==> src/common/fpuCtrl_consts.svh <==
// fpu control constants
// opcodes, funct5 groups, rounding, format and status codes for the F/D decoder

`ifndef FPU_CTRL_CONSTS_SVH
`define FPU_CTRL_CONSTS_SVH

////////////////////////////////////////////////////////////////////////////
// major opcodes
`define FP_OPC_LOAD    7'b0000111   // flw, fld
`define FP_OPC_STORE   7'b0100111   // fsw, fsd
`define FP_OPC_MADD    7'b1000011
`define FP_OPC_MSUB    7'b1000111
`define FP_OPC_NMSUB   7'b1001011
`define FP_OPC_NMADD   7'b1001111
`define FP_OPC_OP      7'b1010011   // everything else, split by funct5

// load/store width in funct3
`define LS_WIDTH_W     3'b010
`define LS_WIDTH_D     3'b011

////////////////////////////////////////////////////////////////////////////
// funct5 = funct7[6:2] under FP_OPC_OP, funct7[1:0] is the format
`define F5_ADD         5'b00000
`define F5_SUB         5'b00001
`define F5_MUL         5'b00010
`define F5_DIV         5'b00011
`define F5_SGNJ        5'b00100
`define F5_MINMAX      5'b00101
`define F5_CVT_FF      5'b01000     // fcvt.s.d / fcvt.d.s
`define F5_SQRT        5'b01011
`define F5_CMP         5'b10100     // fle, flt, feq
`define F5_CVT_FI      5'b11000     // fp -> int
`define F5_CVT_IF      5'b11010     // int -> fp
`define F5_MVXF_CLASS  5'b11100     // fmv.x.* and fclass share this
`define F5_MVFX        5'b11110

////////////////////////////////////////////////////////////////////////////
// rounding field, format and FS status
`define RM_RSV5        3'b101
`define RM_RSV6        3'b110
`define RM_DYN         3'b111       // take mode from frm csr
`define FMT_SINGLE     1'b0
`define FMT_DOUBLE     1'b1
`define FS_OFF         2'b00        // fpu disabled in mstatus

`endif

==> src/common/fpuCtrlPkg.sv <==
// fpu control package
// vector types and packed control words shared by decoder, enables and pipeline

`default_nettype none

package fpuCtrlPkg;

  ////////////////////////////////////////////////////////////////////////////
  // plain vectors with a meaning
  typedef logic [2:0] opCtrl_t;       // op select inside each fpu unit
  typedef logic [1:0] resSel_t;       // final result source
  typedef logic [1:0] postProcSel_t;  // 00 cvt, 01 div, 10 fma
  typedef logic [2:0] roundMode_t;    // rne rtz rdn rup rmm
  typedef logic       fpFmt_t;        // 0 single, 1 double
  typedef logic [4:0] regAdr_t;       // fp register number

  ////////////////////////////////////////////////////////////////////////////
  // decoder raw output, field order matches the table literals
  typedef struct packed {
    logic         fRegWrite;    // write fp regfile
    logic         fWriteInt;    // write int regfile
    resSel_t      resSel;
    postProcSel_t postProcSel;
    opCtrl_t      opCtrl;
    logic         fdivStart;    // div or sqrt
    logic         illegal;
    logic         cvtInt;       // fp -> int conversion
  } decodeCtrl_t;

  // execute and memory stage controls
  typedef struct packed {
    logic         fRegWrite;
    logic         fWriteInt;
    resSel_t      resSel;
    postProcSel_t postProcSel;
    opCtrl_t      opCtrl;
    roundMode_t   frm;          // resolved, never dyn
    fpFmt_t       fmt;
    logic         cvtInt;
    logic         fpuActive;    // legal fp op in flight
  } exCtrl_t;

  // writeback only needs these
  typedef struct packed {
    logic    fRegWrite;
    resSel_t resSel;
    logic    cvtInt;
  } wbCtrl_t;

  typedef struct packed {
    regAdr_t adr1;   // rs1
    regAdr_t adr2;   // rs2
    regAdr_t adr3;   // rs3, fma only
  } regAddrs_t;

  // unpacker source enables
  typedef struct packed {
    logic xEn;
    logic yEn;
    logic zEn;
  } srcEn_t;

  // host pipeline stall/flush per stage
  typedef struct packed {
    logic stallE;
    logic stallM;
    logic stallW;
    logic flushE;
    logic flushM;
    logic flushW;
  } pipeCtrl_t;

endpackage

`default_nettype wire

==> src/fpuCtrl/ctrlPipe.sv <==
// fpu control pipeline
// D/E, E/M and M/W control registers with per-stage stall and flush,
// plus the divider start that keeps moving while the divider is busy

`timescale 1ns/10ps
`default_nettype none

module ctrlPipe import fpuCtrlPkg::*; (
  input  logic        clk,
  input  logic        rst,
  input  pipeCtrl_t   pipe,
  input  decodeCtrl_t ctrlD,
  input  roundMode_t  frmD,
  input  fpFmt_t      fmtD,
  input  regAddrs_t   regAddrD,
  input  srcEn_t      srcEnD,
  input  logic        fdivBusyE,
  output exCtrl_t     exCtrlE,
  output regAddrs_t   regAddrE,
  output srcEn_t      srcEnE,
  output logic        fdivStartE,
  output exCtrl_t     memCtrlM,
  output wbCtrl_t     wbCtrlW
);

  exCtrl_t exCtrlD;     // decode values in E layout
  wbCtrl_t wbCtrlM;     // M values trimmed for writeback
  logic    divStartEn;

  always_comb begin
    exCtrlD.fRegWrite   = ctrlD.fRegWrite;
    exCtrlD.fWriteInt   = ctrlD.fWriteInt;
    exCtrlD.resSel      = ctrlD.resSel;
    exCtrlD.postProcSel = ctrlD.postProcSel;
    exCtrlD.opCtrl      = ctrlD.opCtrl;
    exCtrlD.frm         = frmD;
    exCtrlD.fmt         = fmtD;
    exCtrlD.cvtInt      = ctrlD.cvtInt;
    exCtrlD.fpuActive   = ~ctrlD.illegal;  // legal fp op entering E
  end

  ////////////////////////////////////////////////////////////////////////////
  // D/E
  always_ff @(posedge clk) begin
    if (rst) begin
      exCtrlE  <= '0;
      regAddrE <= '0;
      srcEnE   <= '0;
    end else if (!pipe.stallE) begin  // stall wins over flush
      if (pipe.flushE) begin
        exCtrlE  <= '0;
        regAddrE <= '0;
        srcEnE   <= '0;
      end else begin
        exCtrlE  <= exCtrlD;
        regAddrE <= regAddrD;
        srcEnE   <= srcEnD;
      end
    end
  end

  // busy divider keeps pulling the start bit even when E is stalled
  assign divStartEn = !pipe.stallE || fdivBusyE;

  always_ff @(posedge clk) begin
    if (rst)
      fdivStartE <= 1'b0;
    else if (divStartEn)
      fdivStartE <= pipe.flushE ? 1'b0 : ctrlD.fdivStart;
  end

  ////////////////////////////////////////////////////////////////////////////
  // E/M, fpuActive just rides along
  always_ff @(posedge clk) begin
    if (rst)
      memCtrlM <= '0;
    else if (!pipe.stallM) begin
      if (pipe.flushM)
        memCtrlM <= '0;
      else
        memCtrlM <= exCtrlE;
    end
  end

  ////////////////////////////////////////////////////////////////////////////
  // M/W
  assign wbCtrlM.fRegWrite = memCtrlM.fRegWrite;
  assign wbCtrlM.resSel    = memCtrlM.resSel;
  assign wbCtrlM.cvtInt    = memCtrlM.cvtInt;

  always_ff @(posedge clk) begin
    if (rst)
      wbCtrlW <= '0;
    else if (!pipe.stallW) begin
      if (pipe.flushW)
        wbCtrlW <= '0;
      else
        wbCtrlW <= wbCtrlM;
    end
  end

  // nothing counts as an active fp op right out of reset
  assert property (@(posedge clk) rst |=> !exCtrlE.fpuActive && !memCtrlM.fpuActive)
    else $error("ctrlPipe: fpuActive set in E or M after reset");

endmodule

`default_nettype wire

==> src/fpuCtrl/fpuDecoder.sv <==
// fpu decoder
// checks legality, maps the instruction to a control word,
// resolves the rounding mode and picks single/double

`timescale 1ns/10ps
`default_nettype none

`include "fpuCtrl_consts.svh"

module fpuDecoder import fpuCtrlPkg::*; (
  input  logic [31:0] instr,
  input  roundMode_t  frmReg,     // frm csr
  input  logic [1:0]  fsStatus,   // mstatus.fs
  output decodeCtrl_t ctrl,
  output roundMode_t  frm,
  output fpFmt_t      fmt
);

  // fRegWrite_fWriteInt_resSel_postProcSel_opCtrl_fdivStart_illegal_cvtInt
  localparam decodeCtrl_t illegalCtrl = 12'b0_0_00_00_000_0_1_0;

  logic [6:0] opcode;
  logic [2:0] funct3;
  logic [4:0] funct5;
  logic [1:0] fmtField;
  logic [4:0] rs2;
  logic       isLoadStore;
  logic       isCvtFF;
  logic       fmtOk;
  logic       rmOk;
  logic       fieldsOk;
  logic       cvtFfOk;

  ////////////////////////////////////////////////////////////////////////////
  // field slicing
  assign opcode   = instr[6:0];
  assign funct3   = instr[14:12];   // also the static rounding mode
  assign rs2      = instr[24:20];   // sub-opcode for cvt/sqrt/mv/class
  assign funct5   = instr[31:27];
  assign fmtField = instr[26:25];

  assign isLoadStore = (opcode == `FP_OPC_LOAD) || (opcode == `FP_OPC_STORE);
  assign isCvtFF     = (opcode == `FP_OPC_OP) && (funct5 == `F5_CVT_FF);

  // only s and d exist here, half/quad encodings trap
  assign fmtOk = ~fmtField[1];

  // 5 and 6 reserved; dyn is reserved too when frm itself is 5..7
  assign rmOk = !((funct3 == `RM_RSV5) || (funct3 == `RM_RSV6) ||
                  ((funct3 == `RM_DYN) && (frmReg >= `RM_RSV5)));

  // loads/stores carry width and imm in these fields, so skip the checks
  assign fieldsOk = (fsStatus != `FS_OFF) && (isLoadStore || (fmtOk && rmOk));

  // fp->fp cvt needs the other precision as source
  assign cvtFfOk = (rs2[4:1] == 4'b0000) &&
                   ((fmtField[0] == `FMT_DOUBLE) ? (rs2[0] == `FMT_SINGLE)
                                                 : (rs2[0] == `FMT_DOUBLE));

  ////////////////////////////////////////////////////////////////////////////
  // control word table
  always_comb begin
    ctrl = illegalCtrl;  // anything not matched below traps
    if (fieldsOk) begin
      case (opcode)
        `FP_OPC_LOAD:
          if (funct3 == `LS_WIDTH_W || funct3 == `LS_WIDTH_D)
            ctrl = 12'b1_0_10_00_000_0_0_0;              // flw/fld
        `FP_OPC_STORE:
          if (funct3 == `LS_WIDTH_W || funct3 == `LS_WIDTH_D)
            ctrl = 12'b0_0_10_00_000_0_0_0;              // fsw/fsd
        `FP_OPC_MADD:  ctrl = 12'b1_0_01_10_000_0_0_0;
        `FP_OPC_MSUB:  ctrl = 12'b1_0_01_10_001_0_0_0;
        `FP_OPC_NMSUB: ctrl = 12'b1_0_01_10_010_0_0_0;
        `FP_OPC_NMADD: ctrl = 12'b1_0_01_10_011_0_0_0;
        `FP_OPC_OP:
          case (funct5)
            `F5_ADD: ctrl = 12'b1_0_01_10_110_0_0_0;
            `F5_SUB: ctrl = 12'b1_0_01_10_111_0_0_0;
            `F5_MUL: ctrl = 12'b1_0_01_10_100_0_0_0;   // z operand unused
            `F5_DIV: ctrl = 12'b1_0_01_01_000_1_0_0;
            `F5_SQRT:
              if (rs2 == 5'b00000) ctrl = 12'b1_0_01_01_001_1_0_0;
            `F5_SGNJ:
              case (funct3)
                3'b000:  ctrl = 12'b1_0_00_00_000_0_0_0;  // fsgnj
                3'b001:  ctrl = 12'b1_0_00_00_001_0_0_0;  // fsgnjn
                3'b010:  ctrl = 12'b1_0_00_00_010_0_0_0;  // fsgnjx
                default: ;
              endcase
            `F5_MINMAX:
              case (funct3)
                3'b000:  ctrl = 12'b1_0_00_00_110_0_0_0;  // fmin
                3'b001:  ctrl = 12'b1_0_00_00_101_0_0_0;  // fmax
                default: ;
              endcase
            `F5_CMP:
              case (funct3)
                3'b000:  ctrl = 12'b0_1_00_00_011_0_0_0;  // fle
                3'b001:  ctrl = 12'b0_1_00_00_001_0_0_0;  // flt
                3'b010:  ctrl = 12'b0_1_00_00_010_0_0_0;  // feq
                default: ;
              endcase
            `F5_MVXF_CLASS:
              if (rs2 == 5'b00000 && funct3 == 3'b001)
                ctrl = 12'b0_1_10_00_000_0_0_0;           // fclass
              else if (rs2 == 5'b00000 && funct3 == 3'b000)
                ctrl = 12'b0_1_11_00_000_0_0_0;           // fmv.x.w/d
            `F5_MVFX:
              if (rs2 == 5'b00000 && funct3 == 3'b000)
                ctrl = 12'b1_0_00_00_011_0_0_0;           // fmv.w/d.x
            `F5_CVT_FF:
              // opCtrl carries the destination format
              if (cvtFfOk)
                ctrl = fmtField[0] ? 12'b1_0_01_00_001_0_0_0    // fcvt.d.s
                                   : 12'b1_0_01_00_000_0_0_0;   // fcvt.s.d
            `F5_CVT_IF:
              // opCtrl = {int->fp, 64 bit, signed}
              case (rs2)
                5'b00000: ctrl = 12'b1_0_01_00_101_0_0_0;  // from w
                5'b00001: ctrl = 12'b1_0_01_00_100_0_0_0;  // from wu
                5'b00010: ctrl = 12'b1_0_01_00_111_0_0_0;  // from l
                5'b00011: ctrl = 12'b1_0_01_00_110_0_0_0;  // from lu
                default:  ;
              endcase
            `F5_CVT_FI:
              case (rs2)
                5'b00000: ctrl = 12'b0_1_01_00_001_0_0_1;  // to w
                5'b00001: ctrl = 12'b0_1_01_00_000_0_0_1;  // to wu
                5'b00010: ctrl = 12'b0_1_01_00_011_0_0_1;  // to l
                5'b00011: ctrl = 12'b0_1_01_00_010_0_0_1;  // to lu
                default:  ;
              endcase
            default: ;
          endcase
        default: ;
      endcase
    end
  end

  ////////////////////////////////////////////////////////////////////////////
  // rounding mode and precision
  assign frm = (funct3 == `RM_DYN) ? frmReg : funct3;
  assign fmt = isCvtFF ? rs2[0] : fmtField[0];  // cvt.fp.fp reads source fmt

  // trapped ops must not reach either regfile, writes are one-hot
  always_comb begin
    assert (!(ctrl.illegal && (ctrl.fRegWrite || ctrl.fWriteInt)))
      else $error("fpuDecoder: illegal instruction with a write enable");
    assert (!(ctrl.fRegWrite && ctrl.fWriteInt))
      else $error("fpuDecoder: fp and int write both set");
  end

endmodule

`default_nettype wire

==> src/fpuCtrl/operandEnables.sv <==
// operand enables
// marks which of X/Y/Z the op reads, so the unpacker
// ignores nan/inf on unused sources and hazards see real uses

`timescale 1ns/10ps
`default_nettype none

module operandEnables import fpuCtrlPkg::*; (
  input  decodeCtrl_t ctrl,
  output srcEn_t      srcEn
);

  logic isLoadStore;
  logic isLoadOrClass;
  logic isMvIntToFp;
  logic isMvFpToInt;
  logic isCvtIntToFp;
  logic isCvtOrSqrt;

  // resSel 10 without int write is fld/fsd, with int write it is fclass
  assign isLoadStore   = (ctrl.resSel == 2'b10) && !ctrl.fWriteInt;
  assign isLoadOrClass = (ctrl.resSel == 2'b10) && (ctrl.fWriteInt || ctrl.fRegWrite);

  // the sign-injection path with opCtrl 011 is fmv int->fp
  assign isMvIntToFp = (ctrl.resSel == 2'b00) && ctrl.fRegWrite &&
                       (ctrl.opCtrl == 3'b011);
  assign isMvFpToInt = (ctrl.resSel == 2'b11) && (ctrl.postProcSel == 2'b00);

  // cvt path, opCtrl[2] flags int source
  assign isCvtIntToFp = (ctrl.resSel == 2'b01) && (ctrl.postProcSel == 2'b00) &&
                        ctrl.opCtrl[2];
  assign isCvtOrSqrt  = (ctrl.resSel == 2'b01) &&
                        ((ctrl.postProcSel == 2'b00) ||
                         ((ctrl.postProcSel == 2'b01) && ctrl.opCtrl[0]));  // sqrt

  ////////////////////////////////////////////////////////////////////////////
  // enables
  assign srcEn.xEn = !(isLoadStore || isMvIntToFp || isCvtIntToFp);
  assign srcEn.yEn = !(isLoadOrClass || isMvIntToFp || isMvFpToInt || isCvtOrSqrt);

  // fma path: muladd family, add, sub. plain mul (100) has no addend
  assign srcEn.zEn = (ctrl.postProcSel == 2'b10) && (!ctrl.opCtrl[2] || ctrl.opCtrl[1]);

endmodule

`default_nettype wire

==> src/fpuCtrl.sv <==
// fpu control unit top
// decodes one F/D instruction in D and carries its control
// through E, M and W alongside the integer pipeline

`timescale 1ns/10ps
`default_nettype none

module fpuCtrl import fpuCtrlPkg::*; (
  input  logic        clk,
  input  logic        rst,
  input  logic [31:0] instr,        // decode-stage instruction
  input  roundMode_t  frmReg,
  input  logic [1:0]  fsStatus,
  input  pipeCtrl_t   pipe,
  input  logic        fdivBusyE,
  output logic        illegalInstrD,
  output regAddrs_t   regAddrD,
  output srcEn_t      srcEnD,
  output exCtrl_t     exCtrlE,
  output regAddrs_t   regAddrE,
  output srcEn_t      srcEnE,
  output logic        fdivStartE,
  output exCtrl_t     memCtrlM,
  output wbCtrl_t     wbCtrlW
);

  decodeCtrl_t ctrlD;
  roundMode_t  frmD;
  fpFmt_t      fmtD;

  // source register fields, rs3 only meaningful for fma
  assign regAddrD.adr1 = instr[19:15];
  assign regAddrD.adr2 = instr[24:20];
  assign regAddrD.adr3 = instr[31:27];

  fpuDecoder decoder (
    .instr    (instr),
    .frmReg   (frmReg),
    .fsStatus (fsStatus),
    .ctrl     (ctrlD),
    .frm      (frmD),
    .fmt      (fmtD)
  );

  assign illegalInstrD = ctrlD.illegal;  // to the trap logic

  operandEnables enables (
    .ctrl  (ctrlD),
    .srcEn (srcEnD)
  );

  ctrlPipe pipeRegs (
    .clk        (clk),
    .rst        (rst),
    .pipe       (pipe),
    .ctrlD      (ctrlD),
    .frmD       (frmD),
    .fmtD       (fmtD),
    .regAddrD   (regAddrD),
    .srcEnD     (srcEnD),
    .fdivBusyE  (fdivBusyE),
    .exCtrlE    (exCtrlE),
    .regAddrE   (regAddrE),
    .srcEnE     (srcEnE),
    .fdivStartE (fdivStartE),
    .memCtrlM   (memCtrlM),
    .wbCtrlW    (wbCtrlW)
  );

endmodule

`default_nettype wire

==> config.mk <==
export PLATFORM = sky130hd
export DESIGN_NAME = fpuCtrl
export DESIGN_NICKNAME = d
export VERILOG_FILES = /design/src/common/fpuCtrlPkg.sv /design/src/fpuCtrl/ctrlPipe.sv /design/src/fpuCtrl/fpuDecoder.sv /design/src/fpuCtrl/operandEnables.sv /design/src/fpuCtrl.sv
export VERILOG_INCLUDE_DIRS = /design/src /design/src/common
export SDC_FILE = /design/constraint.sdc
export NUM_CORES = 1
export LEC_CHECK = 0
export ABC_AREA = 0
export BUFFER_PORTS_ARGS = -buffer_cell sky130_fd_sc_hd__buf_2
export CELL_PAD_IN_SITES_DETAIL_PLACEMENT = 0
export CELL_PAD_IN_SITES_GLOBAL_PLACEMENT = 1
export CORE_ASPECT_RATIO = 0.75
export CORE_MARGIN = 4
export CORE_UTILIZATION = 34
export CTS_BUF_LIST = sky130_fd_sc_hd__clkbuf_4 sky130_fd_sc_hd__clkbuf_8
export DETAILED_ROUTE_END_ITERATION = 6
export MAX_ROUTING_LAYER = met4
export PLACE_DENSITY = 0.77
export REMOVE_ABC_BUFFERS = 1
export SLEW_MARGIN = 20
export SYNTH_ARGS = -nofsm -noshare
export SYNTH_HDL_FRONTEND = slang
export SYNTH_SLANG_ARGS = --single-unit
==> constraint.sdc <==
create_clock -name clk -period 2.95 [get_ports clk]
set_input_delay 0.4425 -clock clk [delete_from_list [all_inputs] [get_ports clk]]
set_output_delay 0.4425 -clock clk [all_outputs]
set_load 0.01 [all_outputs]
==> results.sh <==
export IMPL_status="complete, but fails checks"
export IMPL_violated_checks="setup timing"
export IMPL_finalWorstPathRequiredPeriod_ns=2.99
export IMPL_finalWirelength_mm=9.90
export IMPL_static_leakage_power_nw=1.69
export IMPL_register_area_um2=1060
export IMPL_worst_setup_path_start_kind="input port"
export IMPL_worst_slew_pin_transition_ns=0.994
export IMPL_place_hpwl_mm=7.56
export IMPL_yosysWarningCount=0
export IMPL_design_die_area_um2=10800
export IMPL_tritoncts_clock_tree="yes"
export IMPL_core_area_um2=8710
export IMPL_fmax_mhz=335
export IMPL_synth_edf_count=0
export IMPL_post_synth_inst_count=396
export IMPL_io_buffers=112
export IMPL_synth_top_cell_area_share_pct=34.0
export IMPL_total_area_of_multi_input_combinational_cells_um2=1820
export IMPL_commonest_non_fill_non_tap_cell_in_the_layout="sky130_fd_sc_hd__buf_2"
export IMPL_cts_sink_count=53
export IMPL_worst_skew_pair_late_latency_ns=0.32
export IMPL_commonest_non_fill_non_tap_cells_in_the_layout="sky130_fd_sc_hd__buf_2 (110), sky130_fd_sc_hd__nor2_1 (64), sky130_fd_sc_hd__dfxtp_1 (53), sky130_fd_sc_hd__a21oi_1 (44), sky130_fd_sc_hd__buf_4 (39)"
export IMPL_vias_per_cell=5.39
export IMPL_asyncSetResetFlopFracSynth_pct=0
export IMPL_antenna_diode_count=0
export IMPL_layout_area_overhead_vs_synth_pct=28.2
export IMPL_antenna_found_initial=0
export IMPL_overflow=0
export IMPL_crit_slowest_cell="sky130_fd_sc_hd__or4b_4"
export IMPL_critical_path_s_largest_stage_delay_ns=0.53
export IMPL_holdWs_ns=0.367
export IMPL_die_y_um=91.0
export IMPL_synthesis_area_um2=3120
export IMPL_ys_seq_area_share_pct=34.0
export IMPL_grt_max_degree=55
export IMPL_chipWidth_um=119
export IMPL_critPathMaxFanout=4
export IMPL_weighted_congestion_reported_at_the_end_of_routability_driven_placement=0.915
export IMPL_initialDrtViolationCount=239
export IMPL_num_rows=29
export IMPL_fillCellCount=919
export IMPL_hold_path_class="in2reg"
export IMPL_timing_max_slew_rel_slack_pct=33.7
export IMPL_required_arrival_time_at_the_worst_endpoint_ns=2.51
export IMPL_postSynthAreaPerCell_um2=7.88
export IMPL_final_nets=556
export IMPL_post_drt_wl_per_cell_um=16.0
export IMPL_cp_end_kind="output pin"
export IMPL_grt_pass1_wl_mm=16.1
export IMPL_route_antenna_remaining_nets=0
export IMPL_dominantRegCellSynth="sky130_fd_sc_hd__dfxtp_1"
export IMPL_clk_pin_slew_ns=0.10
export IMPL_initial_utilization_pct=35.8
export IMPL_finalHoldViolCount=0
export IMPL_worstPathCellList="buf_8, or3_4, or4b_4, a21o_1, a2111oi_4, inv_2, a31oi_1, nor3_1, buf_2"
export IMPL_root_buffer="sky130_fd_sc_hd__clkbuf_8"
export IMPL_drt_drc_violations_left=0
export IMPL_dr_total_vias=3338
export IMPL_drv_cap=0
export IMPL_globalRouteTotalUtil_pct=18.5
export IMPL_layout_drive_gt1_share_pct=35.4
export IMPL_ir_drop_mv=0.186
export IMPL_power_density_nw_per_um2=357
export IMPL_synth_top_cells_by_area="sky130_fd_sc_hd__dfxtp_1 (34%), sky130_fd_sc_hd__nor2_1 (7.8%), sky130_fd_sc_hd__nor3b_1 (7.2%), sky130_fd_sc_hd__a21oi_1 (7.1%), sky130_fd_sc_hd__buf_4 (4.8%)"
export IMPL_cpLargestDelayFamily="simple AND/OR/NAND/NOR gates"
export IMPL_cts_hold_fix_buffers=0
export IMPL_postSynthRegisterBits=53
export IMPL_number_of_distinct_library_cells_after_synthesis=69
export IMPL_detailedRoute_firstPassIterationCount=4
export IMPL_final_setup_skew_ns=0.00588
export IMPL_number_of_buffers_created_by_cts=5
export IMPL_design_portCount=118
export IMPL_htree_num_levels=2
export IMPL_arrival_ns=2.54
export IMPL_final_critical_path_setup_slack_ns=-0.0354
export IMPL_cts_max_path_buffers=2
export IMPL_setup_violating_endpoint_count_in_the_final_report=1
export IMPL_share_of_the_cycle_needed_by_the_critical_path_after_routing_pct=101
export IMPL_synth_largest_area_cell="sky130_fd_sc_hd__dfxtp_1"
export IMPL_rsz0062_at_grt="true"
export IMPL_criticalPathCategory="in2out"
export IMPL_number_of_global_route_vias_before_repair=3258
export IMPL_cp_buffers_inverters=3
export IMPL_timing_max_transition_violations_final=0
export IMPL_fin_setup_tns_ns=-0.0354
-- through the flow --
step | setup WS (ns) | utilization, % | cells | power (mW) | instance area (um2)
finish | -0.0354 | 45.9 | 619 | 1.43 | 4000
detailed placement | -0.0636 | 44.1 | 610 | 0.994 | 3840
global placement | -0.0373 | 44.1 | 610 | 0.992 | 3840
global route | -0.113 | 45.9 | 619 | 1.50 | 4000
CTS | -0.0432 | 45.4 | 618 | 1.44 | 3960
floorplan | 0.280 | - | 352 | 0.831 | 2860
-- tightest hold or removal path: cells and delay by family --
kind | cells | cell delay, ns
buf+inv | 1 | 0.08
simple gates | 1 | 0.08
compound gates | 1 | 0.05
-- cell type report --
cell class / instances / area share, %
clock buffers: 5 / 1.72
flip-flops and latches: 53 / 26.5
inverters: 6 / 0.563
well taps: 108 / 3.38
repair buffers: 151 / 21.8
multi-input cells: 293 / 45.4
clock inverters: 3 / 0.626
-- sequential cells by signal, summed over array words and instances, names as in the netlist --
signal and count:
pipeRegs.exCtrlE 15, pipeRegs.fdivStartE 1, pipeRegs.memCtrlM 15, pipeRegs.regAddrE 15, pipeRegs.srcEnE 3, pipeRegs.wbCtrlW 4
-- per-layer routing --
| layer | global-route usage (%) | vias to the layer above | share of wire (%) |
|---|---|---|---|
| li1 | - | 1651 | - |
| met1 | 25.3 | 1549 | 48 |
| met2 | 28.1 | 126 | 44 |
| met3 | 4.10 | 12 | 6.7 |
| met4 | 4.34 | 0 | 1.3 |
| met5 | - | - | 0 |
-- synth_stat cells (4+ instances only) --
cell type                  number
sky130_fd_sc_hd__nor2_1        65
sky130_fd_sc_hd__dfxtp_1       53
sky130_fd_sc_hd__a21oi_1       44
sky130_fd_sc_hd__nor3b_1       30
sky130_fd_sc_hd__buf_4         20
sky130_fd_sc_hd__nor3_1        20
sky130_fd_sc_hd__clkbuf_1      17
sky130_fd_sc_hd__nand2_1       14
sky130_fd_sc_hd__a22oi_1       12
sky130_fd_sc_hd__o21ai_0       12
sky130_fd_sc_hd__nand2b_1       7
sky130_fd_sc_hd__nor4_1         6
sky130_fd_sc_hd__inv_1          5
sky130_fd_sc_hd__nor2b_1        4
sky130_fd_sc_hd__or2b_1         4
sky130_fd_sc_hd__or3_1          4
-- power breakdown --
group          switching, mW  leakage [nW]  internal [mW]
sequential           0.00630         0.429          0.727
combinational          0.150          1.21         0.0986
clock                  0.272        0.0447          0.172
total                  0.429          1.69          0.998
-- what timing repair did --
| item | in CTS | in global routing |
|---|---|---|
| resized for setup | 6 | 7 |
| pin swaps | 0 | 1 |
| buffers inserted | 0 | 1 |
| hold endpoints to repair | 0 | 0 |
| setup endpoints to repair | 2 | 3 |
-- final timing paths --
check                           depth (start not counted)                     to            startpoint  slack (ns)
worst min register to register                          2     pipeRegs.srcEnE[0]    pipeRegs.srcEnE[0]        0.48
worst max register to register                          3  pipeRegs.memCtrlM[12]  pipeRegs.exCtrlE[12]        2.13
worst max-delay path                                    9              srcEnD[1]             instr[22]       -0.04
worst min-delay path                                    3  pipeRegs.regAddrE[14]             instr[19]        0.37
-- cells by family (layout without fill, tap and decap cells) --
group / count (synthesis) / count (layout) / share of synthesized area (%)
compound gates: 103 / 103 / 22.1
simple gates: 186 / 186 / 33.7
flops: 53 / 53 / 34.0
buf+inv: 50 / 165 / 9.02
mux: 2 / 2 / 0.642
xor+xnor: 2 / 2 / 0.562
Note: power is estimated with default switching activity, not from simulation.
